==> config.mk <==
export PLATFORM = sky130hd
export DESIGN_NAME = board_ctrl_top
export DESIGN_NICKNAME = d
export VERILOG_FILES = /design/src/design/board_pkg.sv /design/src/design/csr_pkg.sv /design/src/design/reset_gen.sv /design/src/design/activity_led.sv /design/src/design/csr_bridge.sv /design/src/design/sysctl_gpio.sv /design/src/design/board_ctrl_top.sv
export VERILOG_INCLUDE_DIRS = /design/src /design/src/design
export SDC_FILE = /design/constraint.sdc
export NUM_CORES = 1
export LEC_CHECK = 0
export BUFFER_PORTS_ARGS = -buffer_cell sky130_fd_sc_hd__buf_2
export CAP_MARGIN = 20
export CORE_AREA = 2 2 141 102
export DETAILED_ROUTE_END_ITERATION = 8
export DIE_AREA = 0 0 143 104
export GPL_TIMING_DRIVEN = 0
export PLACE_DENSITY = 0.73
export SLEW_MARGIN = 30
export SYNTH_ARGS = -nofsm -noshare
export SYNTH_HDL_FRONTEND = slang
export SYNTH_SLANG_ARGS = --single-unit
==> constraint.sdc <==
create_clock -name sys_clk -period 3.3 [get_ports sys_clk]
set_input_delay 0.99 -clock sys_clk [delete_from_list [all_inputs] [get_ports sys_clk]]
set_output_delay 0.99 -clock sys_clk [all_outputs]
set_load 0.01 [all_outputs]
==> src/design/board_macros.svh <==
// Board-wide size and identity constants, included by RTL and testbench sources
`ifndef BOARD_MACROS_SVH
`define BOARD_MACROS_SVH

// Reset conditioning, shortened to simulation scale
// System reset holds for 63 cycles
`define DEBOUNCE_W 6
// Peripheral reset released when MSB sets, after 16 cycles
`define PERIPH_RST_W 5

// LED pulse stretch length
`define LED_STRETCH_W 8

// CSR bus geometry
`define CSR_ADR_W 14
// Upper address bits selecting a bank
`define CSR_BANK_W 4
// System controller bank
`define SYSCTL_BANK 4'd1
`define DATA_W 32

// GPIO widths, 8 dip switches + 5 buttons in
`define GPIO_IN_W 13
// 2 LEDs, 5 button LEDs, 7 LCD pins out
`define GPIO_OUT_W 14

// Board identifier, ASCII "X401"
`define SYSTEM_ID 32'h58343031

`endif

==> src/design/board_pkg.sv <==
// Board-level data types for GPIO words and the CSR data path, used by name from this package
`include "board_macros.svh"

package board_pkg;

	// GPIO input word
	// dip switches in the upper bits, buttons below
	typedef logic [`GPIO_IN_W-1:0] gpio_in_t;

	// GPIO output word
	// LEDs, button LEDs, then LCD control and data
	typedef logic [`GPIO_OUT_W-1:0] gpio_out_t;

	// Bus and CSR data word
	typedef logic [`DATA_W-1:0] csr_word_t;

endpackage

==> src/design/csr_pkg.sv <==
// CSR bus types, bridge FSM states and system controller register map, used by scoped name
`include "board_macros.svh"

package csr_pkg;

	// CSR address, bank in the upper bits
	typedef logic [`CSR_ADR_W-1:0] csr_adr_t;

	// Bus to CSR bridge states
	typedef enum logic [1:0] {
		BR_IDLE      = 2'd0,
		BR_WRITE_ACK = 2'd1,
		BR_READ_WAIT = 2'd2,
		BR_READ_ACK  = 2'd3
	} bridge_state_t;

	// Register offsets inside the system controller bank
	typedef enum logic [9:0] {
		REG_GPIO_IN    = 10'd0,
		REG_GPIO_OUT   = 10'd1,
		REG_IRQ_EN     = 10'd2,
		REG_IRQ_PEND   = 10'd3,
		REG_SYSTEM_ID  = 10'd4,
		REG_HARD_RESET = 10'd5
	} csr_reg_t;

endpackage

==> src/design/reset_gen.sv <==
// Reset generator, turns the reset button and software hard reset into system and peripheral resets
`include "board_macros.svh"

module reset_gen (
	input  logic sys_clk,
	input  logic reset_i,
	input  logic rst_btn_n_i,
	input  logic hard_reset_i,
	output logic sys_rst_o,
	output logic periph_rst_n_o
);

	logic                     btn_meta;
	logic                     btn_sync;
	logic                     reload;
	logic [`DEBOUNCE_W-1:0]   debounce_q;
	logic [`PERIPH_RST_W-1:0] periph_cnt_q;

	// Button is active low, rests high
	always_ff @(posedge sys_clk) begin
		if (reset_i) begin
			btn_meta <= 1'b1;
			btn_sync <= 1'b1;
		end else begin
			btn_meta <= rst_btn_n_i;
			btn_sync <= btn_meta;
		end
	end

	// Press or software request restarts the hold time
	assign reload = ~btn_sync | hard_reset_i;

	// Debounce down-counter, reset held while nonzero
	// reload also sets reset directly so it reacts on the same edge
	always_ff @(posedge sys_clk) begin
		if (reset_i) begin
			debounce_q <= '1;
			sys_rst_o  <= 1'b1;
		end else begin
			if (reload)
				debounce_q <= '1;
			else if (debounce_q != '0)
				debounce_q <= debounce_q - 1'b1;
			sys_rst_o <= reload | (debounce_q != '0);
		end
	end

	// Flash/PHY reset counter, stops once MSB sets
	// Restart only on a press seen outside system reset
	always_ff @(posedge sys_clk) begin
		if (reset_i)
			periph_cnt_q <= '0;
		else if (~btn_sync & ~sys_rst_o)
			periph_cnt_q <= '0;
		else if (~periph_cnt_q[`PERIPH_RST_W-1])
			periph_cnt_q <= periph_cnt_q + 1'b1;
	end

	assign periph_rst_n_o = periph_cnt_q[`PERIPH_RST_W-1];

	// Peripherals must be out of reset once the system has left it
	periph_before_sys: assert property (@(posedge sys_clk) disable iff (reset_i)
		(!sys_rst_o && $past(!sys_rst_o) && btn_sync) |-> periph_rst_n_o);

endmodule

==> src/design/activity_led.sv <==
// Pulse stretcher, keeps an activity LED lit after a serial line goes low
`include "board_macros.svh"

module activity_led (
	input  logic sys_clk,
	input  logic reset_i,
	input  logic line_i,
	output logic led_o
);

	logic [`LED_STRETCH_W-1:0] stretch_q;

	// Any low bit (start bit, data zeros) retriggers the pulse
	always_ff @(posedge sys_clk) begin
		if (reset_i) begin
			stretch_q <= '0;
			led_o     <= 1'b0;
		end else begin
			if (!line_i)
				stretch_q <= '1;
			else if (stretch_q != '0)
				stretch_q <= stretch_q - 1'b1;
			// Registered LED drive
			led_o <= (stretch_q != '0);
		end
	end

endmodule

==> src/design/csr_bridge.sv <==
// Bridges single bus transfers onto the CSR bus with fixed write and read acknowledge latency
module csr_bridge (
	input  logic                 sys_clk,
	input  logic                 reset_i,
	input  csr_pkg::csr_adr_t    wb_adr_i,
	input  board_pkg::csr_word_t wb_dat_i,
	output board_pkg::csr_word_t wb_dat_o,
	input  logic                 wb_cyc_i,
	input  logic                 wb_stb_i,
	input  logic                 wb_we_i,
	output logic                 wb_ack_o,
	output csr_pkg::csr_adr_t    csr_a_o,
	output logic                 csr_we_o,
	output board_pkg::csr_word_t csr_dw_o,
	input  board_pkg::csr_word_t csr_dr_i
);

	csr_pkg::bridge_state_t state_q;
	logic                   phase_q;
	logic                   start;

	// New transfer only once the previous acknowledge has passed
	assign start = (state_q == csr_pkg::BR_IDLE) && wb_cyc_i && wb_stb_i && !wb_ack_o;

	// ---------------------------------------------------------------------
	// Control FSM
	// ---------------------------------------------------------------------
	always_ff @(posedge sys_clk) begin
		if (reset_i) begin
			state_q  <= csr_pkg::BR_IDLE;
			phase_q  <= 1'b0;
			csr_we_o <= 1'b0;
			wb_ack_o <= 1'b0;
		end else begin
			wb_ack_o <= 1'b0;
			case (state_q)
				csr_pkg::BR_IDLE: begin
					if (start)
						state_q <= wb_we_i ? csr_pkg::BR_WRITE_ACK : csr_pkg::BR_READ_WAIT;
				end
				// First phase strobes the write and the second acknowledges
				csr_pkg::BR_WRITE_ACK: begin
					if (!phase_q) begin
						csr_we_o <= 1'b1;
						phase_q  <= 1'b1;
					end else begin
						csr_we_o <= 1'b0;
						phase_q  <= 1'b0;
						wb_ack_o <= 1'b1;
						state_q  <= csr_pkg::BR_IDLE;
					end
				end
				// Slave registers its read data here
				csr_pkg::BR_READ_WAIT: state_q <= csr_pkg::BR_READ_ACK;
				// First phase captures data and the second acknowledges
				csr_pkg::BR_READ_ACK: begin
					if (!phase_q) begin
						phase_q <= 1'b1;
					end else begin
						phase_q  <= 1'b0;
						wb_ack_o <= 1'b1;
						state_q  <= csr_pkg::BR_IDLE;
					end
				end
				default: state_q <= csr_pkg::BR_IDLE;
			endcase
		end
	end

	// Address, write data and read data
	always_ff @(posedge sys_clk) begin
		if (start) begin
			csr_a_o  <= wb_adr_i;
			csr_dw_o <= wb_dat_i;
		end
		if (state_q == csr_pkg::BR_READ_ACK && !phase_q)
			wb_dat_o <= csr_dr_i;
	end

	// Acknowledge only answers a strobe the master still held
	ack_on_strobe: assert property (@(posedge sys_clk) disable iff (reset_i)
		wb_ack_o |-> $past(wb_cyc_i && wb_stb_i));

	// A CSR write only comes from a strobed bus write
	we_from_write: assert property (@(posedge sys_clk) disable iff (reset_i)
		csr_we_o |-> $past(wb_cyc_i && wb_stb_i && wb_we_i));

endmodule

==> src/design/sysctl_gpio.sv <==
// System controller CSR bank with GPIO in/out, change interrupt, system ID and hard reset
`include "board_macros.svh"

module sysctl_gpio (
	input  logic                 sys_clk,
	input  logic                 reset_i,
	input  csr_pkg::csr_adr_t    csr_a_i,
	input  logic                 csr_we_i,
	input  board_pkg::csr_word_t csr_dw_i,
	output board_pkg::csr_word_t csr_dr_o,
	input  board_pkg::gpio_in_t  gpio_i,
	output board_pkg::gpio_out_t gpio_o,
	output logic                 gpio_irq_o,
	output logic                 hard_reset_o
);

	localparam int OFS_W   = `CSR_ADR_W - `CSR_BANK_W;
	localparam int IN_PAD  = `DATA_W - `GPIO_IN_W;
	localparam int OUT_PAD = `DATA_W - `GPIO_OUT_W;

	board_pkg::gpio_in_t gpio_meta;
	board_pkg::gpio_in_t gpio_sync;
	board_pkg::gpio_in_t gpio_prev;
	board_pkg::gpio_in_t irq_en_q;
	board_pkg::gpio_in_t irq_pend_q;
	board_pkg::gpio_in_t pend_clr;
	logic                bank_sel;
	csr_pkg::csr_reg_t   reg_sel;

	// Bank and register decode
	assign bank_sel = (csr_a_i[`CSR_ADR_W-1 -: `CSR_BANK_W] == `SYSCTL_BANK);
	assign reg_sel  = csr_pkg::csr_reg_t'(csr_a_i[OFS_W-1:0]);

	// Write 1 to clear pending bits
	assign pend_clr = (bank_sel && csr_we_i && reg_sel == csr_pkg::REG_IRQ_PEND) ?
		csr_dw_i[`GPIO_IN_W-1:0] : '0;

	assign gpio_irq_o = |irq_pend_q;

	// Two-stage input synchronizer
	always_ff @(posedge sys_clk) begin
		if (reset_i) begin
			gpio_meta <= '0;
			gpio_sync <= '0;
		end else begin
			gpio_meta <= gpio_i;
			gpio_sync <= gpio_meta;
		end
	end

	// ---------------------------------------------------------------------
	// Registers and interrupt
	// ---------------------------------------------------------------------
	always_ff @(posedge sys_clk) begin
		if (reset_i) begin
			gpio_prev    <= '0;
			irq_en_q     <= '0;
			irq_pend_q   <= '0;
			gpio_o       <= '0;
			hard_reset_o <= 1'b0;
			csr_dr_o     <= '0;
		end else begin
			gpio_prev    <= gpio_sync;
			hard_reset_o <= 1'b0;
			// Edge on an enabled input wins over a clear
			irq_pend_q <= (irq_pend_q & ~pend_clr) | ((gpio_sync ^ gpio_prev) & irq_en_q);

			if (bank_sel && csr_we_i) begin
				case (reg_sel)
					csr_pkg::REG_GPIO_OUT:   gpio_o <= csr_dw_i[`GPIO_OUT_W-1:0];
					csr_pkg::REG_IRQ_EN:     irq_en_q <= csr_dw_i[`GPIO_IN_W-1:0];
					csr_pkg::REG_HARD_RESET: hard_reset_o <= 1'b1;
					default: ;
				endcase
			end

			// Read mux, zero outside this bank
			csr_dr_o <= '0;
			if (bank_sel) begin
				case (reg_sel)
					csr_pkg::REG_GPIO_IN:   csr_dr_o <= {{IN_PAD{1'b0}}, gpio_sync};
					csr_pkg::REG_GPIO_OUT:  csr_dr_o <= {{OUT_PAD{1'b0}}, gpio_o};
					csr_pkg::REG_IRQ_EN:    csr_dr_o <= {{IN_PAD{1'b0}}, irq_en_q};
					csr_pkg::REG_IRQ_PEND:  csr_dr_o <= {{IN_PAD{1'b0}}, irq_pend_q};
					csr_pkg::REG_SYSTEM_ID: csr_dr_o <= `SYSTEM_ID;
					default:                csr_dr_o <= '0;
				endcase
			end
		end
	end

	// Hard reset request is a single strobe into the reset generator
	hard_reset_pulse: assert property (@(posedge sys_clk) disable iff (reset_i)
		hard_reset_o |=> !hard_reset_o);

endmodule

==> src/design/board_ctrl_top.sv <==
// Board housekeeping top level, connects resets, CSR bridge, system controller and LED pins
module board_ctrl_top (
	input  logic                 sys_clk,
	input  logic                 reset_i,
	input  logic                 rst_btn_n_i,
	input  csr_pkg::csr_adr_t    wb_adr_i,
	input  board_pkg::csr_word_t wb_dat_i,
	input  logic                 wb_cyc_i,
	input  logic                 wb_stb_i,
	input  logic                 wb_we_i,
	output board_pkg::csr_word_t wb_dat_o,
	output logic                 wb_ack_o,
	input  logic [4:0]           btn_i,
	input  logic [7:0]           dipsw_i,
	input  logic                 uart_rxd_i,
	input  logic                 uart_txd_i,
	output logic [3:0]           led_o,
	output logic [4:0]           btnled_o,
	output logic                 lcd_e_o,
	output logic                 lcd_rs_o,
	output logic                 lcd_rw_o,
	output logic [3:0]           lcd_d_o,
	output logic                 gpio_irq_o,
	output logic                 sys_rst_o,
	output logic                 periph_rst_n_o
);

	logic                 hard_reset;
	logic                 csr_we;
	csr_pkg::csr_adr_t    csr_a;
	board_pkg::csr_word_t csr_dw;
	board_pkg::csr_word_t csr_dr;
	board_pkg::gpio_out_t gpio_out;
	logic                 tx_act;
	logic                 rx_act;

	// ---------------------------------------------------------------------
	// Reset and CSR path
	// ---------------------------------------------------------------------
	reset_gen u_reset_gen (
		.sys_clk        (sys_clk),
		.reset_i        (reset_i),
		.rst_btn_n_i    (rst_btn_n_i),
		.hard_reset_i   (hard_reset),
		.sys_rst_o      (sys_rst_o),
		.periph_rst_n_o (periph_rst_n_o)
	);

	csr_bridge u_csr_bridge (
		.sys_clk  (sys_clk),
		.reset_i  (sys_rst_o),
		.wb_adr_i (wb_adr_i),
		.wb_dat_i (wb_dat_i),
		.wb_dat_o (wb_dat_o),
		.wb_cyc_i (wb_cyc_i),
		.wb_stb_i (wb_stb_i),
		.wb_we_i  (wb_we_i),
		.wb_ack_o (wb_ack_o),
		.csr_a_o  (csr_a),
		.csr_we_o (csr_we),
		.csr_dw_o (csr_dw),
		.csr_dr_i (csr_dr)
	);

	// Only CSR slave, read data goes straight back
	sysctl_gpio u_sysctl (
		.sys_clk      (sys_clk),
		.reset_i      (sys_rst_o),
		.csr_a_i      (csr_a),
		.csr_we_i     (csr_we),
		.csr_dw_i     (csr_dw),
		.csr_dr_o     (csr_dr),
		.gpio_i       ({dipsw_i, btn_i}),
		.gpio_o       (gpio_out),
		.gpio_irq_o   (gpio_irq_o),
		.hard_reset_o (hard_reset)
	);

	// UART activity, lines monitored only
	activity_led tx_led (
		.sys_clk (sys_clk),
		.reset_i (reset_i),
		.line_i  (uart_txd_i),
		.led_o   (tx_act)
	);

	activity_led rx_led (
		.sys_clk (sys_clk),
		.reset_i (reset_i),
		.line_i  (uart_rxd_i),
		.led_o   (rx_act)
	);

	// ---------------------------------------------------------------------
	// Pin mapping
	// ---------------------------------------------------------------------
	assign led_o    = {gpio_out[1:0], rx_act, tx_act};
	assign btnled_o = gpio_out[6:2];
	assign lcd_e_o  = gpio_out[7];
	assign lcd_rs_o = gpio_out[8];
	assign lcd_rw_o = gpio_out[9];
	assign lcd_d_o  = gpio_out[13:10];

endmodule

==> results of run 1 <==
## placed cells by master, fill, tap and decap left out, types with 4 or more instances in the layout
master and n:
dfxtp_1 132, buf_2 89, nor2_1 53, nor2b_1 52
edfxtp_1 43, mux2i_1 35, a21oi_1 31, nand2_1 25
inv_1 23, buf_4 22, o21ai_0 20, clkbuf_16 18
clkbuf_1 15, xor2_1 15, conb_1 12, xnor2_1 11
mux4_2 9, nor3_1 6, ha_1 6, a31oi_1 5
a211oi_1 4, nand3_1 4
## power by group
| group | switching [mW] | internal (mW) |
|---|---|---|
| combinational | 0.102 | 0.103 |
| clock | 0.821 | 1.26 |
| sequential | 0.0397 | 2.24 |
| total | 0.963 | 3.60 |
## cell type report
class | instances | area share
inverter | 23 | 0.01076
sequential | 175 | 0.4901
multi-input combinational | 344 | 0.3026
buffer | 43 | 0.03227
clock buffer | 20 | 0.05830
clock inverter | 12 | 0.01949
tap | 190 | 0.02962
timing repair buffer | 88 | 0.05690
## registers in the layout (all words and copies together) (netlist names), 2 cells and up
register,cells
u_sysctl.irq_pend_q,13
u_sysctl.irq_en_q,13
u_sysctl.gpio_meta,13
u_sysctl.csr_dr_o,15
u_csr_bridge.csr_a_o,14
u_sysctl.gpio_o,14
u_csr_bridge.csr_dw_o,14
tx_led.stretch_q,8
u_reset_gen.debounce_q,6
u_sysctl.gpio_sync,13
u_csr_bridge.state_q,2
u_sysctl.gpio_prev,13
u_reset_gen.periph_cnt_q,5
rx_led.stretch_q,8
u_csr_bridge.wb_dat_o,15
## per-layer routing
layer  up-vias  global-route usage  share of wire
li1       2182                   -              -
met1      2088              0.2697           0.47
met2       139              0.2823           0.45
met3        10             0.05203          0.074
met4         0             0.07001         0.0095
met5         -                   0              0
## per-stage QoR
step / util / power, mW / setup TNS (ns) / instances
2_1_floorplan: - / 2.458 / 0 / 585
4_1_cts: 0.5920 / 4.601 / 0 / 895
3_3_place_gp: 0.5436 / 2.509 / -2.150 / 861
5_1_grt: 0.5920 / 4.705 / 0 / 895
3_5_place_dp: 0.5460 / 2.527 / 0 / 863
6_report: 0.5920 / 4.562 / 0 / 895
## path summary, 6_finish.rpt
| path | start | endpoint | slack, ns | cells past startpoint |
|---|---|---|---|---|
| worst max register to register | u_csr_bridge.csr_a_o[11] | u_sysctl.irq_pend_q[5] | 1.41 | 5 |
| worst min-delay path | u_sysctl.csr_dr_o[1] | u_csr_bridge.wb_dat_o[1] | 0.40 | 0 |
| worst max-delay path | u_sysctl.irq_pend_q[6] | gpio_irq_o | 0.81 | 3 |
| worst min register to register | u_sysctl.csr_dr_o[1] | u_csr_bridge.wb_dat_o[1] | 0.40 | 0 |
## cells by family after synthesis
kind of cell    synth area share
fa+ha+maj                0.01128
xor+xnor                 0.03422
flops                     0.5911
simple gates              0.1549
mux                      0.08874
compound gates           0.06731
buf+inv                  0.05189
other cells            0.0005635
==> impl_metrics.csv, run 1 <==
group,metric,value,unit
yosys,synth_top_area_frac,0.3971,
clock_tree,cts_htree_levels,4,
clock_tree,holdBufCountCts,0,
yosys,synth.distinct_cells,59,
yosys,synth_most_common_cell,"dfxtp_1",
critical_path,cp_cell_sequence,"nor4_1 -> nand4_1 -> buf_2",
critical_path,critPathTopFamily,"simple AND/OR/NAND/NOR gates",
die,core_area,13560,µm²
pwr,irDropWorstVdd,0.3992,mV
global_routing,overflow,0,
finish,fin_nets,765,
finish,layout-drive-gt1-share,0.2496,
critical_path,crit_buf_inv,1,
placed_design,placed_area,7402,µm²
clock_tree,clock-sinks,175,
die,rows,36,
sta,fmax,0.4020,GHz
yosys,yosysSeqAreaShare,0.5911,
yosys,synth-edff-count,43,
critical_path,endpoint_kind,"output pin",
sta,period_needed,2.488,ns
sta,tightest_slew,0.6610,ns
yosys,synth_seq_cells,175,
clock_tree,clk_pin_slew,0.07,ns
global_routing,grt_pass1_wl,21670,µm
clock_tree,cts_resized,0,
sta,hold_violations,0,
finish,regArea,3934,µm²
yosys,synthArstFlopShare,0,
finish,diodes,0,
yosys,ys_top_cells_by_count,"dfxtp_1, nor2_1, nor2b_1",
yosys,synth_warnings,0,
finish,postLayoutCellArea,8026,µm²
die,die_x,143,µm
die,boundaryPins,119,
sta,setup_violations,0,
sta,setup_ws,0.8122,ns
sta,slew_violations,0,
sta,slew_headroom,0.5584,
critical_path,critPathRequiredTime,2.31,ns
die,die_h,104,µm
sta,fin_crit_sh,0.7539,
sta,rsz0062_at_grt,"no",
run_status,status,"complete, no violations",
yosys,avgSynthCellArea,11.59,µm²
clock_tree,cts.path.max_buffers,2,
yosys,synth.top_cells.by_area,"dfxtp_1, edfxtp_1, mux2i_1",
placed_design,gp_congestion,0.8023,
global_routing,grtUsageTotal,0.1912,
clock_tree,cts_root_buf,"clkbuf_16",
detailed_routing,vias,4419,
detailed_routing,drc,0,
critical_path,crit_path_max_incr_delay,0.38,ns
die,dieArea,14870,µm²
detailed_routing,viasPerCell,4.937,
global_routing,grt_pass1_vias,4296,
detailed_routing,drt-total-wl,13650,µm
critical_path,startpoint_type,"flop",
finish,nFillCells,1072,
critical_path,cp_max_fo,3,
detailed_routing,firstDrtPassIters,5,
clock_tree,post_cts_buffers,0,
yosys,synth.largest_area_cell,"dfxtp_1",
pwr,leakagePower,3.256,nW
detailed_routing,antenna_left,0,
critical_path,crit_arrival,1.50,ns
finish,multi_input_area,2429,µm²
sta,skew,0.008352,ns
yosys,synth_area,6655,µm²
placed_design,place_worst_setup_slack,1.138,ns
job,maxCapViolations,0,
finish,area_growth,20.61,%
clock_tree,cts_tree,"yes",
die,initial_core_util,0.4909,
sta,whs,0.4031,ns
detailed_routing,drt-wirelength-per-cell,15.25,µm
clock_tree,cts_buffers,17,
global_routing,antenna_found_initial,0,
yosys,syn_inst,574,
clock_tree,clk_latency,0.43,ns
critical_path,crit_path_top_delay_cell,"nor4_1",
placed_design,dpl.hpwl,9950,µm
yosys,ys.flop_type,"dfxtp_1",
global_routing,grt_max_degree,17,
placed_design,port_buffers,86,
pwr,power_density,568.4,nW/µm²
min_path,hp-class,"flop to flop",
critical_path,critical_path_class,"flop to output pin",
detailed_routing,first_iter_violations,258,
Power figures use the tool's default switching activity.
==> inputs of run 2 (changes only) <==
- ABC_AREA: unset -> 1
- CORE_AREA: 2 2 141 102 -> 2 2 143 103
- DIE_AREA: 0 0 143 104 -> 0 0 145 105
- clock period: 3.3 -> 2.2 ns (I/O delays scaled with it)
==> run 2 against run 1 <==
Net effect: die area is 2.4% higher; first-iteration DRC count is 90% higher; sequential share of layout area is 1.3 points lower; design area is 2.7% higher; hold slack worse by 0.0036 ns; total power is 50% higher; register-to-register slack worse by 1.2 ns; via count is 26% higher; critical path type unchanged; largest cell class unchanged.
==> impl_metrics.csv, run 2 <==
group,metric,value,unit
run_status,status,"complete, no violations",
critical_path,startpoint_type,"flop",
critical_path,r2r_end,"u_sysctl.gpio_o[7]",
finish,fin_nets,1006,
yosys,ys.flop_type,"dfxtp_1",
critical_path,critical_path_class,"flop to output pin",
critical_path,crit_arrival,1.50,ns
detailed_routing,firstDrtPassIters,8,
global_routing,grt_pass1_vias,5101,
sta,hold_violations,0,
finish,post-route-util,0.6001,
sta,rsz0062_at_grt,"no",
pwr,sequentialPowerShare,0.495,
finish,finalNonFillerCells,1136,
yosys,synth.distinct_cells,33,
job,maxCapViolations,0,
sta,fin_crit_sh,0.9800,
placed_design,gp_congestion,0.8893,
clock_tree,clk_pin_slew,0.07,ns
pwr,pwr-share-clk,0.464,
pwr,power_density,832.8,nW/µm²
clock_tree,cts_buffers,17,
finish,postLayoutCellArea,8244,µm²
clock_tree,clock-sinks,175,
clock_tree,cts_htree_levels,4,
global_routing,antenna_found_initial,0,
placed_design,port_buffers,88,
min_path,holdPathStages,1,
global_routing,grt_pass1_wl,25790,µm
clock_tree,post_cts_buffers,0,
detailed_routing,first_iter_violations,490,
min_path,hp-class,"input pin to flop",
pwr,switching_power,1.515,mW
critical_path,r2r-start,"u_reset_gen.sys_rst_o",
finish,area_growth,20.46,%
sta,period_needed,2.156,ns
pwr,leakagePower,3.506,nW
die,die_h,105,µm
sta,skew,0.01009,ns
clock_tree,cts.path.max_buffers,2,
critical_path,r2r_slack,0.24,ns
critical_path,r2r_cells,5,
yosys,synth_area,6844,µm²
pwr,irDropWorstVdd,0.5509,mV
die,dieArea,15230,µm²
finish,multi_input_area,2301,µm²
detailed_routing,vias,5580,
die,rows,36,
pwr,finalPower,6.866,mW
detailed_routing,drt-total-wl,16110,µm
finish,regArea,3934,µm²
sta,fmax,0.4638,GHz
critical_path,critPathRequiredTime,1.54,ns
sta,slew_headroom,0.4844,
yosys,ys_top_cells_by_count,"nor2_1, dfxtp_1, nand2_1",
detailed_routing,antenna_left,0,
finish,layout_commonest_cell,"nor2_1",
pwr,p_comb_frac,0.041,
yosys,synth_warnings,0,
clock_tree,clk_latency,0.43,ns
finish,reg_top3,"u_csr_bridge.wb_dat_o x15, u_sysctl.csr_dr_o x15",
yosys,avgSynthCellArea,8.418,µm²
die,core_area,13740,µm²
global_routing,grtUsageTotal,0.2182,
die,die_x,145,µm
yosys,synthArstFlopShare,0,
placed_design,placed_cells,1104,
critical_path,cp_max_fo,3,
min_path,min_to,"u_csr_bridge.csr_dw_o[10]",
die,boundaryPins,119,
min_path,min-delay-start,"wb_dat_i[10]",
pwr,p_sw_frac,0.2207,
detailed_routing,viasPerCell,4.912,
finish,nFillCells,1184,
yosys,synth_seq_cells,175,
yosys,synth_most_common_cell,"nor2_1",
pwr,internal_power,5.351,mW
sta,setup_violations,0,
yosys,syn_inst,813,
detailed_routing,drt-wirelength-per-cell,14.18,µm
sta,tightest_slew,0.7734,ns
global_routing,overflow,0,
critical_path,endpoint_kind,"output pin",
yosys,yosysSeqAreaShare,0.5748,
clock_tree,cts_tree,"yes",
yosys,synth.top_cells.by_area,"dfxtp_1, edfxtp_1, nor2_1",
yosys,synth_top_area_frac,0.3861,
yosys,synth-edff-count,43,
yosys,synth.largest_area_cell,"dfxtp_1",
placed_design,dpl.hpwl,11100,µm
placed_design,placed_area,7604,µm²
detailed_routing,drc,0,
finish,most-common-layout-cells,"nor2_1, dfxtp_1, nand2_1, inv_1, buf_2",
clock_tree,holdBufCountCts,0,
die,initial_core_util,0.4982,
finish,layout-drive-gt1-share,0.1744,
global_routing,grt_max_degree,18,
sta,slew_violations,0,
clock_tree,cts_root_buf,"clkbuf_16",
finish,diodes,0,
[run 2: logic make-up (layout without fill, tap and decap cells)]
kind of cell | count (synthesis) | in the layout | share of synthesized area
compound gates | 100 | 100 | 0.07550
flops | 175 | 175 | 0.5748
simple gates | 372 | 372 | 0.2351
fa+ha+maj | 6 | 6 | 0.01097
buf+inv | 156 | 278 | 0.09927
xor+xnor | 3 | 3 | 0.003840
other cells | 1 | 12 | 0.0005479
[run 2: layout make-up]
class                      instances  area share
buffer                            44     0.03142
clock buffer                      19     0.05509
clock inverter                    13     0.02079
inverter                         112     0.05099
multi-input combinational        493      0.2791
sequential                       175      0.4772
tap                              190     0.02884
timing repair buffer              90     0.05661
[run 2: worst max path at each step]
| stage | cells after the start | end | slack [ns] | start |
|---|---|---|---|---|
| after floorplan | 2 | u_csr_bridge.csr_a_o[0] | 0.30 | wb_stb_i |
| after global placement | 3 | u_csr_bridge.csr_dw_o[9] | -0.19 | wb_stb_i |
| after detailed placement | 5 | u_csr_bridge.csr_dw_o[9] | 0.37 | wb_stb_i |
| after CTS | 3 | gpio_irq_o | 0.05 | u_sysctl.irq_pend_q[3] |
| after global routing | 3 | gpio_irq_o | 0.005 | u_sysctl.irq_pend_q[7] |
| final | 3 | gpio_irq_o | 0.04 | u_sysctl.irq_pend_q[3] |
[run 2: what timing repair did]
action / CTS / global route
cloned: 0 / 0
pin swaps: 0 / 0
resized for setup: 1 / 1
setup endpoints to repair: 1 / 1
[run 2: through the flow]
stage / setup TNS (ns) / hold WS [ns] / setup WS [ns]
detailed placement: 0 / 0.3887 / 0.3667
global placement: -5.164 / 0.3878 / -0.1873
global route: 0 / 0.3887 / 0.005007
floorplan: 0 / 0.3855 / 0.3005
finish: 0 / 0.3995 / 0.04404
CTS: 0 / 0.3920 / 0.04851
[run 2: layer usage]
metal  part of all wire  wire length (µm)  track usage
met1               0.46              7344       0.3051
met5                  0                 0            0
met2               0.43              6996       0.3293
met3              0.096              1554      0.05502
met4              0.013               214      0.07709
[run 2: critical path, cell delays in order (launching register included)]
cell     delay (ns)
dfxtp_1        0.35
nor4_4         0.35
nand4_1        0.19
buf_2          0.18
[run 2: power by group through the flow]
stage / clock (mW) / sequential [mW] / combinational, mW
after global placement: 0 / 3.46 / 0.266
final: 3.19 / 3.40 / 0.281
after global routing: 3.36 / 3.40 / 0.322
after CTS: 3.22 / 3.39 / 0.281
after detailed placement: 0 / 3.46 / 0.279
after floorplan: 0 / 3.45 / 0.187
==> inputs of run 3 (changes only) <==
- CORE_AREA: 2 2 143 103 -> 2 2 120 122
- DIE_AREA: 0 0 145 105 -> 0 0 122 124
==> run 3 against run 2 <==
Net effect: first-iteration DRC count up 12%; critical path depth unchanged; hold slack worse by 0.0028 ns; setup slack better by 0.067 ns; sequential power about the same; non-clock buffer count unchanged; sequential share of layout area up 0.48 points; highest routed layer unchanged.
==> impl_metrics.csv, run 3 (synthesis results as in run 2) <==
group,metric,value,unit
finish,area_growth,19.27,%
global_routing,overflow,0,
detailed_routing,drt-wirelength-per-cell,13.52,µm
clock_tree,cts.path.max_buffers,2,
die,dieArea,15130,µm²
min_path,hp-class,"input pin to flop",
critical_path,cp_max_fo,3,
finish,most-common-layout-cells,"nor2_1, dfxtp_1, nand2_1, inv_1, buf_2",
finish,diodes,0,
finish,layout_commonest_cell,"nor2_1",
pwr,leakagePower,3.471,nW
global_routing,grt_max_degree,19,
pwr,power_density,801.9,nW/µm²
clock_tree,cts_buffers,17,
clock_tree,cts_resized,0,
placed_design,port_buffers,88,
die,rows,43,
detailed_routing,drt-total-wl,15220,µm
critical_path,critPathRequiredTime,1.54,ns
clock_tree,cts_tree,"yes",
clock_tree,cts_root_buf,"clkbuf_16",
clock_tree,post_cts_buffers,0,
die,die_x,122,µm
pwr,irDropWorstVdd,0.4099,mV
job,maxCapViolations,0,
sta,slew_headroom,0.5116,
critical_path,startpoint_type,"flop",
finish,reg_top3,"u_csr_bridge.wb_dat_o x15, u_sysctl.csr_dr_o x15",
critical_path,critical_path_class,"flop to output pin",
die,initial_core_util,0.4989,
critical_path,endpoint_kind,"output pin",
sta,hold_violations,0,
finish,regArea,3934,µm²
placed_design,dpl.hpwl,10840,µm
clock_tree,clock-sinks,175,
global_routing,grt_pass1_vias,4968,
clock_tree,clk_latency,0.43,ns
die,core_area,13720,µm²
finish,layout-drive-gt1-share,0.1755,
clock_tree,holdBufCountCts,0,
sta,whs,0.3967,ns
finish,fin_nets,1006,
sta,period_needed,2.089,ns
detailed_routing,antenna_left,0,
detailed_routing,viasPerCell,4.910,
critical_path,crit_arrival,1.43,ns
global_routing,antenna_found_initial,0,
detailed_routing,first_iter_violations,551,
clock_tree,cts_htree_levels,4,
detailed_routing,drc,0,
sta,rsz0062_at_grt,"no",
detailed_routing,firstDrtPassIters,5,
die,die_h,124,µm
global_routing,grt_pass1_wl,23860,µm
sta,fin_crit_sh,0.9494,
sta,setup_violations,0,
die,boundaryPins,119,
placed_design,gp_congestion,0.9439,
clock_tree,clk_pin_slew,0.07,ns
sta,skew,0.01054,ns
sta,tightest_slew,0.7270,ns
detailed_routing,vias,5529,
finish,nFillCells,1256,
global_routing,grtUsageTotal,0.2088,
run_status,status,"complete, no violations",
sta,fmax,0.4788,GHz
sta,slew_violations,0,
finish,multi_input_area,2292,µm²
finish,post-route-util,0.5950,
==> run 3: changes by cell type in the layout (fill, tap and decap cells not counted), moves of 2 or more <==
cell       delta
inv_8         +4
clkinv_4      +3
inv_4         -2
bufinv_16     -3
==> run 3: worst max-delay path, stage by stage (launching register included) <==
cell     delay, ns
dfxtp_1       0.34
nor4_1        0.31
nand4_1       0.17
buf_2         0.17
==> run 3: area by class of cell <==
cell class | instances | share of cell area
buffer | 44 | 0.03173
tap | 180 | 0.02759
clock inverter | 15 | 0.01717
timing repair buffer | 90 | 0.05717
sequential | 175 | 0.4819
multi-input combinational | 493 | 0.2808
clock buffer | 17 | 0.05212
inverter | 112 | 0.05150
==> run 3: path summary, 6_finish.rpt <==
| kind | slack [ns] | endpoint | start | cells past startpoint |
|---|---|---|---|---|
| worst max register to register | 0.38 | u_sysctl.irq_en_q[9] | u_csr_bridge.csr_a_o[11] | 7 |
| worst min register to register | 0.40 | u_sysctl.gpio_sync[4] | u_sysctl.gpio_meta[4] | 2 |
| worst min-delay path | 0.40 | u_csr_bridge.csr_dw_o[9] | wb_dat_i[9] | 1 |
| worst max-delay path | 0.11 | gpio_irq_o | u_sysctl.irq_pend_q[3] | 3 |
==> run 3: routing by layer <==
metal  vias to the layer above  part of all wire  global-route usage
met5                         -                 0                   0
met4                         0             0.030              0.1034
met3                        32             0.073             0.04350
li1                       2818                 -                   -
met1                      2472              0.44              0.2689
met2                       207              0.46              0.3355
==> run 3: power by group <==
part	internal (mW)	total (mW)	switching, mW	leakage (nW)
Sequential	3.35	3.39	0.0405	1.44
Combinational	0.117	0.280	0.164	1.75
Clock	1.50	2.87	1.37	0.282
Total	4.97	6.55	1.57	3.47
==> run 3: metrics by stage <==
stage / total power [mW] / worst slack [ns] / setup TNS [ns] / instance area [µm²] / std cells
after floorplan: 3.641 / 0.3005 / 0 / 6897 / 824
after global placement: 3.731 / -0.2590 / -7.196 / 7562 / 1092
after detailed placement: 3.744 / 0.2952 / 0 / 7591 / 1094
after CTS: 6.588 / 0.04683 / 0 / 8157 / 1126
after global routing: 6.777 / 0.02259 / 0 / 8163 / 1126
final: 6.546 / 0.1113 / 0 / 8163 / 1126
